**src/program.hex**
```
// one 16-bit instruction per line, word 0 to 31; Bxxx branch, Cxxx jump
1234
2001
B003
3ABC
C00A
4111
B0FE
B002
5000
6001
7002
C014
B005
8003
9004
C01E
A005
B0F0
0006
1007
B001
B003
2008
3009
C003
400A
B0E8
500B
D00C
E00D
C01A
F00E

```
**src/fetch_pkg.sv**
```systemverilog
package fetch_pkg;

    ////////////////////
    // widths
    ////////////////////
    localparam int PC_W        = 16;
    localparam int INST_W      = 16;
    localparam int OP_W        = 4;
    localparam int BR_OFF_W    = 8;   // signed branch displacement
    localparam int JMP_OFF_W   = 12;  // low pc bits replaced by a jump

    localparam int FETCH_WIDTH = 4;   // slots per bundle
    localparam int MAX_BRANCH  = 2;   // predicted branches per bundle
    localparam int IMEM_DEPTH  = 32;  // rom words, power of two
    localparam int IMEM_AW     = $clog2(IMEM_DEPTH);

    typedef logic [PC_W-1:0]                pc_t;
    typedef logic [INST_W-1:0]              inst_t;
    typedef logic [OP_W-1:0]                op_t;
    typedef logic [$clog2(FETCH_WIDTH)-1:0] slot_t;      // slot index in a bundle
    typedef logic [IMEM_AW-1:0]             imem_idx_t;
    typedef logic [1:0]                     ctr_t;       // msb = predict taken

    ////////////////////
    // opcodes
    ////////////////////
    localparam op_t OP_BRANCH = 4'hB;  // cond branch, pc + 1 + sext(imm8)
    localparam op_t OP_JUMP   = 4'hC;  // imm jump, {pc[15:12], imm12}

    // 2-bit counter states
    localparam ctr_t CTR_STRONG_NT = 2'b00;
    localparam ctr_t CTR_WEAK_NT   = 2'b01;  // reset value
    localparam ctr_t CTR_STRONG_T  = 2'b11;

endpackage

```
**src/instr_mem.sv**
```systemverilog
module instr_mem (
    input  fetch_pkg::pc_t   pc,
    output fetch_pkg::inst_t inst0,
    output fetch_pkg::inst_t inst1,
    output fetch_pkg::inst_t inst2,
    output fetch_pkg::inst_t inst3
);
    import fetch_pkg::*;

    inst_t rom [IMEM_DEPTH];
    inst_t rd  [FETCH_WIDTH];  // one read port per slot

    initial begin
        $readmemh("/design/src/program.hex", rom);
    end

    // truncation to the index width wraps at IMEM_DEPTH
    for (genvar g = 0; g < FETCH_WIDTH; g++) begin : g_rd
        assign rd[g] = rom[imem_idx_t'(pc + pc_t'(g))];
    end

    assign inst0 = rd[0];
    assign inst1 = rd[1];
    assign inst2 = rd[2];
    assign inst3 = rd[3];

endmodule

```
**src/bundle_classifier.sv**
```systemverilog
module bundle_classifier (
    input  fetch_pkg::inst_t                    inst0,
    input  fetch_pkg::inst_t                    inst1,
    input  fetch_pkg::inst_t                    inst2,
    input  fetch_pkg::inst_t                    inst3,
    input  logic                                pred0,          // first branch
    input  logic                                pred1,          // second branch
    output logic [fetch_pkg::FETCH_WIDTH-1:0]   is_branch,
    output logic [fetch_pkg::FETCH_WIDTH-1:0]   is_jump,
    output logic [fetch_pkg::FETCH_WIDTH-1:0]   branch_num,     // 0 first, 1 second
    output logic [fetch_pkg::FETCH_WIDTH-1:0]   slot_valid,
    output logic [fetch_pkg::FETCH_WIDTH-1:0]   pred_taken,
    output fetch_pkg::slot_t                    cut_slot,
    output logic                                redirect_taken
);
    import fetch_pkg::*;

    inst_t slot_inst [FETCH_WIDTH];

    assign slot_inst[0] = inst0;
    assign slot_inst[1] = inst1;
    assign slot_inst[2] = inst2;
    assign slot_inst[3] = inst3;

    ////////////////////
    // in-order slot scan
    ////////////////////
    always_comb begin : scan
        logic seen_branch;  // a branch sits in an earlier slot
        logic cut_found;    // bundle already ended
        op_t  op;
        seen_branch    = 1'b0;
        cut_found      = 1'b0;
        cut_slot       = slot_t'(FETCH_WIDTH - 1);  // no transfer: full bundle
        redirect_taken = 1'b0;
        for (int i = 0; i < FETCH_WIDTH; i++) begin
            op            = slot_inst[i][INST_W-1 -: OP_W];
            is_branch[i]  = (op == OP_BRANCH);
            is_jump[i]    = (op == OP_JUMP);
            branch_num[i] = seen_branch;
            slot_valid[i] = !cut_found;     // masked past the cut
            pred_taken[i] = 1'b0;
            if (!cut_found) begin
                if (is_branch[i]) begin
                    pred_taken[i] = seen_branch ? pred1 : pred0;
                    // taken branch or second branch ends it
                    if (pred_taken[i] || seen_branch) begin
                        cut_found      = 1'b1;
                        cut_slot       = slot_t'(i);
                        redirect_taken = pred_taken[i];
                    end
                    seen_branch = 1'b1;
                end else if (is_jump[i]) begin
                    cut_found      = 1'b1;  // jumps always redirect
                    cut_slot       = slot_t'(i);
                    redirect_taken = 1'b1;
                end
            end
        end
    end

endmodule

```
**src/branch_predictor.sv**
```systemverilog
module branch_predictor (
    input  logic clk,
    input  logic rst_n,
    input  logic resolve_valid,  // commit strobe
    input  logic resolve_slot,   // which counter to train
    input  logic resolve_taken,
    output logic pred0,
    output logic pred1
);
    import fetch_pkg::*;

    ctr_t ctr [MAX_BRANCH];  // one per branch position in a bundle
    ctr_t cur;

    assign cur = ctr[resolve_slot];

    ////////////////////
    // training
    ////////////////////
    always_ff @(posedge clk or negedge rst_n) begin
        if (!rst_n) begin
            for (int i = 0; i < MAX_BRANCH; i++) begin
                ctr[i] <= CTR_WEAK_NT;
            end
        end else if (resolve_valid) begin
            if (resolve_taken) begin
                if (cur != CTR_STRONG_T) begin
                    ctr[resolve_slot] <= ctr_t'(cur + 2'd1);  // saturate at 11
                end
            end else if (cur != CTR_STRONG_NT) begin
                ctr[resolve_slot] <= ctr_t'(cur - 2'd1);      // saturate at 00
            end
        end
    end

    // msb means taken
    assign pred0 = ctr[0][1];
    assign pred1 = ctr[1][1];

endmodule

```
**src/target_calc.sv**
```systemverilog
module target_calc (
    input  fetch_pkg::pc_t                      pc,
    input  fetch_pkg::inst_t                    inst0,
    input  fetch_pkg::inst_t                    inst1,
    input  fetch_pkg::inst_t                    inst2,
    input  fetch_pkg::inst_t                    inst3,
    input  logic [fetch_pkg::FETCH_WIDTH-1:0]   is_branch,
    input  logic [fetch_pkg::FETCH_WIDTH-1:0]   is_jump,
    input  logic [fetch_pkg::FETCH_WIDTH-1:0]   branch_num,
    input  logic [fetch_pkg::FETCH_WIDTH-1:0]   pred_taken,
    input  fetch_pkg::slot_t                    cut_slot,
    output fetch_pkg::pc_t                      redirect_pc,
    output fetch_pkg::pc_t                      recv_pc0,
    output fetch_pkg::pc_t                      recv_pc1
);
    import fetch_pkg::*;

    inst_t slot_inst [FETCH_WIDTH];
    pc_t   slot_pc   [FETCH_WIDTH];
    pc_t   target    [FETCH_WIDTH];

    assign slot_inst[0] = inst0;
    assign slot_inst[1] = inst1;
    assign slot_inst[2] = inst2;
    assign slot_inst[3] = inst3;

    ////////////////////
    // per-slot targets
    ////////////////////
    for (genvar g = 0; g < FETCH_WIDTH; g++) begin : g_tgt
        assign slot_pc[g] = pc + pc_t'(g);
        assign target[g]  = is_jump[g]
            ? {slot_pc[g][PC_W-1:JMP_OFF_W], slot_inst[g][JMP_OFF_W-1:0]}  // page-local
            : slot_pc[g] + pc_t'(1) + pc_t'($signed(slot_inst[g][BR_OFF_W-1:0]));
    end

    assign redirect_pc = target[cut_slot];  // only used when redirect_taken

    // recovery pc = the path not predicted
    always_comb begin
        recv_pc0 = '0;  // zero when no such branch
        recv_pc1 = '0;
        for (int i = 0; i < FETCH_WIDTH; i++) begin
            if (is_branch[i] && i <= int'(cut_slot)) begin
                if (branch_num[i]) begin
                    recv_pc1 = pred_taken[i] ? slot_pc[i] + pc_t'(1) : target[i];
                end else begin
                    recv_pc0 = pred_taken[i] ? slot_pc[i] + pc_t'(1) : target[i];
                end
            end
        end
    end

endmodule

```
**src/pc_gen.sv**
```systemverilog
module pc_gen (
    input  logic                clk,
    input  logic                rst_n,
    input  logic                stall_fetch,     // decode full
    input  logic                has_mispredict,  // rob redirect
    input  fetch_pkg::pc_t      pc_recovery,
    input  logic                exter_pc_en,
    input  fetch_pkg::pc_t      exter_pc,
    input  logic                redirect_taken,
    input  fetch_pkg::pc_t      redirect_pc,
    input  fetch_pkg::slot_t    cut_slot,
    output fetch_pkg::pc_t      pc,
    output logic                fetch_valid
);
    import fetch_pkg::*;

    pc_t  pc_next;
    pc_t  fallthrough;  // slot after the cut
    logic start;        // first edge after reset seen

    assign fallthrough = pc + pc_t'(cut_slot) + pc_t'(1);

    ////////////////////
    // next pc priority
    ////////////////////
    always_comb begin
        if (exter_pc_en) begin
            pc_next = exter_pc;
        end else if (has_mispredict) begin
            pc_next = pc_recovery;
        end else if (stall_fetch || !start) begin
            pc_next = pc;                   // hold, same bundle again
        end else if (redirect_taken) begin
            pc_next = redirect_pc;          // jump or taken branch
        end else begin
            pc_next = fallthrough;
        end
    end

    always_ff @(posedge clk or negedge rst_n) begin
        if (!rst_n) begin
            pc    <= '0;
            start <= 1'b0;
        end else begin
            pc    <= pc_next;
            start <= 1'b1;
        end
    end

    // any override or stall kills the bundle
    assign fetch_valid = start & ~stall_fetch & ~has_mispredict & ~exter_pc_en;

endmodule

```
**src/fetch_top.sv**
```systemverilog
module fetch_top (
    input  logic                                                clk,
    input  logic                                                rst_n,
    input  logic                                                stall_fetch,
    input  logic                                                has_mispredict,
    input  fetch_pkg::pc_t                                      pc_recovery,
    input  logic                                                exter_pc_en,
    input  fetch_pkg::pc_t                                      exter_pc,
    input  logic                                                resolve_valid,
    input  logic                                                resolve_slot,
    input  logic                                                resolve_taken,
    output logic                                                fetch_valid,
    output logic [fetch_pkg::FETCH_WIDTH*fetch_pkg::PC_W-1:0]   pc_to_dec,
    output logic [fetch_pkg::FETCH_WIDTH*fetch_pkg::INST_W-1:0] inst_to_dec,
    output logic [fetch_pkg::FETCH_WIDTH-1:0]                   slot_valid,
    output logic [fetch_pkg::FETCH_WIDTH-1:0]                   pred_result_to_dec,
    output logic [fetch_pkg::MAX_BRANCH*fetch_pkg::PC_W-1:0]    recv_pc_to_dec
);
    import fetch_pkg::*;

    pc_t                    pc;
    inst_t                  inst0, inst1, inst2, inst3;
    logic [FETCH_WIDTH-1:0] is_branch, is_jump, branch_num;
    slot_t                  cut_slot;
    logic                   redirect_taken;
    logic                   pred0, pred1;
    pc_t                    redirect_pc, recv_pc0, recv_pc1;

    pc_gen u_pc_gen (
        .clk(clk), .rst_n(rst_n),
        .stall_fetch(stall_fetch),
        .has_mispredict(has_mispredict), .pc_recovery(pc_recovery),
        .exter_pc_en(exter_pc_en), .exter_pc(exter_pc),
        .redirect_taken(redirect_taken), .redirect_pc(redirect_pc),
        .cut_slot(cut_slot),
        .pc(pc), .fetch_valid(fetch_valid)
    );

    instr_mem u_instr_mem (
        .pc(pc),
        .inst0(inst0), .inst1(inst1), .inst2(inst2), .inst3(inst3)
    );

    bundle_classifier u_classifier (
        .inst0(inst0), .inst1(inst1), .inst2(inst2), .inst3(inst3),
        .pred0(pred0), .pred1(pred1),
        .is_branch(is_branch), .is_jump(is_jump), .branch_num(branch_num),
        .slot_valid(slot_valid), .pred_taken(pred_result_to_dec),
        .cut_slot(cut_slot), .redirect_taken(redirect_taken)
    );

    branch_predictor u_predictor (
        .clk(clk), .rst_n(rst_n),
        .resolve_valid(resolve_valid), .resolve_slot(resolve_slot),
        .resolve_taken(resolve_taken),
        .pred0(pred0), .pred1(pred1)
    );

    target_calc u_target_calc (
        .pc(pc),
        .inst0(inst0), .inst1(inst1), .inst2(inst2), .inst3(inst3),
        .is_branch(is_branch), .is_jump(is_jump), .branch_num(branch_num),
        .pred_taken(pred_result_to_dec), .cut_slot(cut_slot),
        .redirect_pc(redirect_pc), .recv_pc0(recv_pc0), .recv_pc1(recv_pc1)
    );

    ////////////////////
    // decode packing, slot 0 low
    ////////////////////
    for (genvar g = 0; g < FETCH_WIDTH; g++) begin : g_pc_pack
        assign pc_to_dec[g*PC_W +: PC_W] = pc + pc_t'(g);
    end

    assign inst_to_dec    = {inst3, inst2, inst1, inst0};
    assign recv_pc_to_dec = {recv_pc1, recv_pc0};  // second branch high

endmodule

```
**config.mk**
```make
export PLATFORM = sky130hd
export DESIGN_NAME = fetch_top
export DESIGN_NICKNAME = d
export VERILOG_FILES = /design/src/fetch_pkg.sv /design/src/instr_mem.sv /design/src/bundle_classifier.sv /design/src/branch_predictor.sv /design/src/target_calc.sv /design/src/pc_gen.sv /design/src/fetch_top.sv
export SDC_FILE = /design/constraint.sdc
export NUM_CORES = 1
export LEC_CHECK = 0
export BUFFER_PORTS_ARGS = -buffer_cell sky130_fd_sc_hd__buf_2
export CAP_MARGIN = 20
export CORE_ASPECT_RATIO = 0.5
export CORE_MARGIN = 2
export CORE_UTILIZATION = 43
export CTS_CLUSTER_DIAMETER = 30
export DETAILED_ROUTE_END_ITERATION = 12
export MAX_ROUTING_LAYER = met4
export PLACE_DENSITY = 0.95
export SLEW_MARGIN = 20
export SYNTH_ARGS = -nofsm -noshare
export SYNTH_HDL_FRONTEND = slang
export SYNTH_SLANG_ARGS = --single-unit
```
**constraint.sdc**
```tcl
create_clock -name clk -period 3.8 [get_ports clk]
set_input_delay 0.19 -clock clk [delete_from_list [all_inputs] [get_ports clk]]
set_output_delay 0.19 -clock clk [all_outputs]
set_load 0.02 [all_outputs]
```
**After elaboration in Yosys (flattened, before gate mapping)**

Index checks and enable logic that the tools add are counted.

- Input bits: 40
- Flip-flop bits (word level): 21
- Output and inout port bits: 169
- Word-level logic and storage cells: 148

- Add/sub/neg operators: 14
- Reduce and logical (&&, ||, !) cells: 15
- Multiplexer cells: 90
- Bitwise logic cells: 8
- Equal/unequal tests: 11
- Order comparisons: 6

Operator list:

| cell | number |
|---|---|
| two-way mux 16 bit | 27 |
| adder 16 x 1 -> 16 bit (second input constant) | 5 |
| adder 16 bit (second input constant) | 4 |
| two-way mux 2 bit | 19 |
| two-way mux 1 bit | 37 |
| adder 16 x 2 -> 16 bit (second input constant) | 2 |
| binary-select mux 16 bit (select 2 bit) | 1 |
| equality test 4 bit (both inputs constant) | 8 |
| adder 16 x 2 -> 16 bit | 1 |
| two-way mux 4 bit | 3 |
| bitwise mux 4 bit | 2 |
| <= comparator 2 bit (first input constant) | 2 |
| logical AND 1 bit | 4 |
| logical NOT 1 bit | 4 |
| logical OR 1 bit | 4 |
| nonzero test 2 bit | 2 |
| bitwise AND 1 bit | 3 |
| >= comparator 3 bit (second input constant) | 1 |
| != test 3 bit (second input constant) | 1 |
| inverter 1 bit | 3 |
| inverter 2 -> 3 bit | 1 |
| AND reduction 3 bit | 1 |
| adder 2 x 1 -> 2 bit (second input constant) | 1 |
| demux 2 bit (select 1 bit) | 1 |
| other kinds (7) | 7 |

**Logic depth before layout (Yosys ltp)**

Gate-level depths: netlist of run 1.

- Depth after elaboration: 21
- Depth in mapped cells: 5
- Mapped depth without buffers: 5

**By module**

From an unflattened synthesis of run 1, not the netlist that was laid out.

- Cells, all modules: 1588
- Area, all modules: 11426.0 µm²

Modules (own cells, without submodules):

| module | instances | area each (µm²) | cells each |
|---|---|---|---|
| target_calc | 1 | 7988.9 | 1141 |
| pc_gen | 1 | 1539.0 | 196 |
| fetch_top | 1 | 809.5 | 116 |
| instr_mem | 1 | 484.2 | 65 |
| bundle_classifier | 1 | 364.1 | 52 |
| branch_predictor | 1 | 240.2 | 18 |

**Worst setup path after synthesis of run 1**

Ideal clock, no wire load.

- Kind: reg2out
- From: register u_pc_gen.pc[1]
- To: output port pc_to_dec[61] (netlist bit)
- Path slack: 1.744 ns
- Arrival time: 1.866 ns
- Path buffers: 0
- Cell stages (with the launch flop): 6
- Cells stage by stage: dfrtp_1 inv_1 ha_1 a21oi_1 nor4_1 xor2_1

- Longest elaborated chain between the ends: 1

RTL lines:

| what | line | text |
|---|---|---|
| start, declared | pc_gen.sv:12 | `output fetch_pkg::pc_t pc,` |
| start signal, assigned | pc_gen.sv:45 | `pc <= pc_next;` |
| adder 16 x 2 -> 16 bit | fetch_top.sv:71 | `assign pc_to_dec[g*PC_W +: PC_W] = pc + pc_t'(g);` |
| end, declared | fetch_top.sv:13 | `output logic [fetch_pkg::FETCH_WIDTH*fetch_pkg::PC_W-1:0] pc_to_dec,` |

Every way passes these cells.

**Final worst setup path of run 1**

- From: register u_pc_gen.pc[1]
- To: output port pc_to_dec[63] (netlist bit)

Same word-level chain as after synthesis.

==> run_results.csv, run 1 <==
group,metric,value,unit
finish,final_nets,430,
logic_synthesis,yosysSeqAreaShare,17.1,%
critical_path,critPathKind,"register to output pin",
logic_synthesis,yosys_register_bits,17,
logic_synthesis,netlist.area_leader.share,34.6,%
floorplanning,placementRows,19,
routing,vias,1999,
routing,drt_iter0_drc,91,
critical_path,required,3610,ps
logic_synthesis,synth_edf_count,0,
logic_synthesis,synth-simple-area-share,18.3,%
routing,drt_drc_violations_left,0,
timing,max_freq,0.412,GHz
pwr,ir_drop,0.200,mV
placed_design,place_inst,453,
global_route,grt_pass1_wl,8230,um
clocking,cts.clk_slew.worst_paths,50,ps
logic_synthesis,yosys.area.top_type,"buf_4",
finish,post-route-util,47.6,%
timing,slew_headroom,56.9,%
timing,hold_viol,0,
timing,fin_crit_sh,63.9,%
finish,finish.cell_count_without_fillers,458,
clocking,post-cts-setup-buffers,0,
logic_synthesis,synth_xor_area_share,14.0,%
placed_design,dpl_cell_area,2550,um2
routing,routed_wl,5500,um
floorplanning,die-area,6460,um2
logic_synthesis,ys_async_sr_fraction,100,%
critical_path,start_kind,"register",
global_route,grt_max_degree,34,
timing,tightest_slew,647,ps
logic_synthesis,synthAdderAreaFrac,2.01,%
floorplanning,io_pins,209,
logic_synthesis,syn-cell-area,2490,um2
floorplanning,die_w,112,um
logic_synthesis,dominantRegCellSynth,"dfrtp_1",
status,status,"complete, no violations",
critical_path,path_max_fanout,9,
finish,final_area,2640,um2
logic_synthesis,synth_top_family_by_area,"buffers and inverters",
logic_synthesis,synth.avg_cell_area,8.23,um2
routing,via_per_inst,4.36,
finish,final_common_cell,"conb_1",
global_route,grtUsageTotal,16.1,%
placed_design,dp_hpwl,4370,um
placed_design,place.gp.congestion,0.916,
global_route,grt_pass1_vias,1653,
finish,fillers,522,
clocking,cts_htree_levels,1,
clocking,cts_resized,0,
global_route,overflow,0,
logic_synthesis,synth_cell_types,32,
logic_synthesis,synthCells,303,
finish,diodes,0,
hold_path,hold_class,"primary input to register",
timing,rsz0062_at_grt,"no",
logic_synthesis,ys_top_cells_by_area,"buf_4, dfrtp_1, xor2_1, mux2i_1, xnor2_1",
clocking,cts-root-buf,"clkbuf_16",
timing,fin_crit,2430,ps
clocking,cts_buffer_depth,2,
critical_path,crit_arrival,2240,ps
timing,tns,0,ps
routing,wl_per_cell,12.0,um
finish,syn_to_final_growth,5.72,%
critical_path,endpoint_kind,"output pin",
global_route,antenna_found_initial,0,
timing,drv_slew,0,
floorplanning,coreArea,5540,um2
timing,clock_skew,2.61,ps
placed_design,place.port_buffers,101,
clocking,clkLatencyLatePin,240,ps
clocking,cts-buffers-inserted,3,
logic_synthesis,muxShareOfSynthArea,5.62,%
clocking,ctsHoldBuffers,1,
logic_synthesis,synth-compound-area-share,4.37,%
logic_synthesis,yosys_warnings,0,
clocking,cts_tree,"done",
finish,drive_above_1_share,29.9,%
pwr,powerDensity,324,nW/um2
pwr,p_leak,0.00148,uW
run,drv_cap,0,
routing,postRouteAntennaNets,0,
finish,final_cell_mix,"conb_1, buf_2, xor2_1, nand2_1, dfrtp_1",
timing,setup_viol,0,
floorplanning,dieHeight,57.9,um
clocking,cts.sinks,17,
routing,drtPass1Iterations,4,
floorplanning,start_util,45.0,%
[layer usage]
metal	vias to the layer above	routed length (um)	GRT usage [%]
met2	105	2890	28.5
li1	937	-	-
met3	22	382	2.20
met1	935	2070	18.9
met5	-	0	-
met4	0	156	6.53
[through the flow]
stage	hold slack [ps]	total power, uW	setup slack [ps]
after global routing	168	895	1210
final	152	855	1370
after CTS	155	854	1420
after global placement	125	639	1700
after floorplan	-106	628	1740
after detailed placement	134	647	1680
[final timing paths]
path / startpoint / end / slack [ps] / cells past startpoint
hold / removal: exter_pc[5] / u_pc_gen.pc[5]$_DFFE_PN0P_ / 150 / 3
min in group asynchronous: rst_n / u_pc_gen.pc[2]$_DFFE_PN0P_ / 460 / 2
setup / recovery: u_pc_gen.pc[1]$_DFFE_PN0P_ / pc_to_dec[63] / 1370 / 6
setup reg to reg: u_pc_gen.pc[3]$_DFFE_PN0P_ / u_pc_gen.pc[3]$_DFFE_PN0P_ / 2720 / 2
max in group asynchronous: rst_n / u_pc_gen.pc[7]$_DFFE_PN0P_ / 3060 / 2
hold reg to reg: u_pc_gen.start$_DFF_PN0_ / u_pc_gen.pc[1]$_DFFE_PN0P_ / 700 / 3
[power breakdown]
| group | switching, uW | internal [uW] | leakage, uW |
|---|---|---|---|
| registers | 55.0 | 197 | 0.000205 |
| logic | 287 | 110 | 0.00124 |
| clock network | 63.7 | 142 | 0.0000382 |
| total | 406 | 449 | 0.00148 |
[critical path: stages (launching register included)]
cell and delay (ps):
dfrtp_1 520, inv_1 190, ha_1 230, a21oi_1 530, nor4_1 150, xor2_1 180, buf_2 190
[Yosys cell counts, drive strengths merged (2+ instances only)]
| library cell | count |
|---|---|
| buf | 122 |
| xor2 | 28 |
| nand2 | 25 |
| dfrtp | 17 |
| o21ai | 16 |
| mux2i | 14 |
| xnor2 | 12 |
| nor3 | 11 |
| nor4 | 10 |
| nand4 | 8 |
| inv | 7 |
| nor2 | 7 |
| clkbuf | 5 |
| nand3 | 5 |
| ha | 4 |
| and4 | 3 |
| conb | 2 |
[area by class of cell]
class | instances | area (um2) | share of cell area [%]
multi-input cells | 255 | 1500 | 56.9
inverters | 7 | 26.3 | 0.997
clock buffers | 4 | 78.8 | 2.99
repair buffers | 102 | 515 | 19.6
flip-flops and latches | 17 | 425 | 16.1
well taps | 73 | 91.3 | 3.46
[cells by family (layout without fill, tap and decap cells)]
group | Yosys count | in the layout
mux | 14 | 14
compound gates | 20 | 20
xor+xnor | 40 | 40
simple gates | 72 | 72
buf+inv | 134 | 113
other cells | 2 | 105
fa+ha+maj | 4 | 4
flops | 17 | 17
[registers in the layout (all words and copies together) (netlist names)]
name and cells:
u_pc_gen.pc 16, u_pc_gen.start 1
(Power assumes the default switching activity.)
==> run 2: changes to the inputs <==
Settings changed: ABC_AREA from default to 1, CORE_UTILIZATION 43 to 39, PLACE_DENSITY 0.95 to 0.93.
Clock period 3.8 ns to 2.5 ns, I/O delays scaled along.
==> run 2 against run 1 <==
- clock power is 56% higher
- utilization shrank 3.3 points
- setup slack got worse by 990 ps
- combinational power up 63%
- final cell count increased by 18%
- power increased by 55%
- clock-buffer cell count is 1 lower
- non-clock buffer count is the same
- clock skew fell by 0.57 ps
- final area is 1.2% higher
==> run_results.csv, run 2 <==
group,metric,value,unit
status,status,"complete, no violations",
logic_synthesis,synth-simple-area-share,26.8,%
global_route,grtUsageTotal,16.5,%
logic_synthesis,synthAdderAreaFrac,2.07,%
logic_synthesis,yosys.area.top_type,"buf_4",
logic_synthesis,synthCells,359,
routing,postRouteAntennaNets,0,
floorplanning,start_util,40.2,%
clocking,cts_tree,"done",
placed_design,dpl_cell_area,2580,um2
run,drv_cap,0,
floorplanning,coreArea,6030,um2
critical_path,crit_arrival,1990,ps
clocking,ctsHoldBuffers,1,
floorplanning,die_w,115,um
global_route,grt_pass1_wl,8740,um
routing,wl_per_cell,11.0,um
finish,max_flop_register,"u_pc_gen.pc",
finish,final_cell_mix,"conb_1, buf_2, nand2_1, inv_1",
global_route,grt_pass1_vias,1856,
logic_synthesis,yosysSeqAreaShare,17.6,%
clocking,cts_htree_levels,1,
routing,via_per_inst,4.27,
logic_synthesis,yosys_warnings,0,
timing,rsz0062_at_grt,"no",
clocking,cts-buffers-inserted,3,
logic_synthesis,ys_async_sr_fraction,100,%
routing,drt_iter0_drc,175,
logic_synthesis,synth_cell_types,23,
global_route,antenna_found_initial,0,
logic_synthesis,synth.most_common_cell,"buf_4",
timing,hold_viol,0,
global_route,grt_max_degree,18,
logic_synthesis,netlist.area_leader.share,33.8,%
timing,tns,0,ps
finish,fillers,598,
clocking,clkLatencyLatePin,250,ps
routing,drt_drc_violations_left,0,
logic_synthesis,syn-cell-area,2420,um2
logic_synthesis,synth_top_family_by_area,"buffers and inverters",
logic_synthesis,synth.avg_cell_area,6.75,um2
critical_path,required,2380,ps
finish,largest_reg_flops,16,
finish,final_common_cell,"conb_1",
timing,clock_skew,2.04,ps
finish,syn_to_final_growth,10.1,%
floorplanning,dieHeight,59.7,um
global_route,overflow,0,
floorplanning,die-area,6900,um2
clocking,cts.sinks,17,
critical_path,critPathKind,"register to output pin",
routing,drtPass1Iterations,4,
timing,max_freq,0.472,GHz
routing,vias,2310,
clocking,cts-root-buf,"clkbuf_16",
floorplanning,io_pins,209,
timing,fin_crit_sh,84.7,%
placed_design,place.port_buffers,101,
critical_path,start_kind,"register",
logic_synthesis,synth-compound-area-share,6.14,%
clocking,cts.clk_slew.worst_paths,50,ps
logic_synthesis,yosys_register_bits,17,
critical_path,endpoint_kind,"output pin",
clocking,cts_buffer_depth,2,
finish,final_nets,498,
clocking,post-cts-setup-buffers,0,
finish,final_area,2670,um2
timing,setup_viol,0,
logic_synthesis,synth_edf_count,0,
finish,diodes,0,
timing,drv_slew,0,
logic_synthesis,synth_xor_area_share,8.31,%
logic_synthesis,synth_commonest_cells,"buf_4, nand2_1, inv_1",
finish,drive_above_1_share,25.8,%
critical_path,path_max_fanout,13,
logic_synthesis,ys_top_cells_by_area,"buf_4, dfrtp_1, nand2_1, xor2_1, nand3_1",
placed_design,dp_hpwl,4830,um
placed_design,place.gp.congestion,0.943,
logic_synthesis,dominantRegCellSynth,"dfrtp_1",
pwr,ir_drop,0.324,mV
clocking,cts_resized,0,
pwr,p_leak,0.00154,uW
timing,fin_crit,2120,ps
finish,reg.largest.list,"u_pc_gen.pc (16), u_pc_gen.start (1)",
routing,routed_wl,5920,um
floorplanning,placementRows,20,
logic_synthesis,muxShareOfSynthArea,0,%
hold_path,hold_class,"primary input to register",
pwr,powerDensity,496,nW/um2
run 2: cells by family (layout without fill, tap and decap cells):
family	Yosys count	after routing
and+or+nand+nor	148	148
buffers and inverters	140	131
AOI/OAI and AO/OA	25	25
xor gates and xnor gates	23	23
DFF	17	17
adders and majority gates	4	4
other	2	105
run 2: cell type report:
| class | instances | area (um2) | area share, % |
|---|---|---|---|
| clock buffers | 3 | 75.1 | 2.81 |
| repair buffers | 102 | 515 | 19.3 |
| inverters | 25 | 93.8 | 3.52 |
| multi-input cells | 305 | 1440 | 54.1 |
| flip-flops and latches | 17 | 425 | 15.9 |
| clock inverters | 1 | 5.00 | 0.188 |
| well taps | 88 | 110 | 4.13 |
run 2: worst max-delay path: stages, from the launching register on:
cell	delay, ps
dfrtp_1	560
nand2_1	140
nor2_2	430
nand2_1	180
nor2_1	130
nand2_1	60
nand2_1	80
buf_2	160
run 2: through the flow:
step	setup slack, ps	total power [uW]	hold slack (ps)	util, %	instances
after floorplan	638	936	-171	-	462
after global placement	729	990	57.2	42.8	536
after detailed placement	704	996	68.2	42.8	536
after CTS	421	1320	86.0	44.3	541
after global routing	234	1390	111	44.3	541
final	382	1320	82.6	44.3	541
run 2: report_power, final:
part           switching (uW)  internal (uW)  total, uW
sequential               55.5            301        356
combinational             482            165        647
clock                     107            214        321
total                     644            680       1320
run 2: routing by layer:
metal / vias to the layer above / wire length, um / GRT usage, %
li1: 1104 / - / -
met1: 1081 / 2270 / 19.5
met2: 113 / 3150 / 29.5
met3: 12 / 377 / 1.01
met4: 0 / 121 / 7.57
met5: - / 0 / -
run 2: final timing paths:
kind                                                to                        start  slack (ps)  cells past startpoint
setup / recovery                         pc_to_dec[44]   u_pc_gen.pc[6]$_DFFE_PN0P_         380                      7
hold / removal              u_pc_gen.pc[7]$_DFFE_PN0P_               pc_recovery[7]          80                      3
setup reg to reg           u_pc_gen.pc[11]$_DFFE_PN0P_  u_pc_gen.pc[11]$_DFFE_PN0P_        1460                      2
hold reg to reg             u_pc_gen.pc[1]$_DFFE_PN0P_     u_pc_gen.start$_DFF_PN0_         660                      5
max in group asynchronous  u_pc_gen.pc[13]$_DFFE_PN0P_                        rst_n        1880                      2
min in group asynchronous   u_pc_gen.pc[1]$_DFFE_PN0P_                        rst_n         340                      2
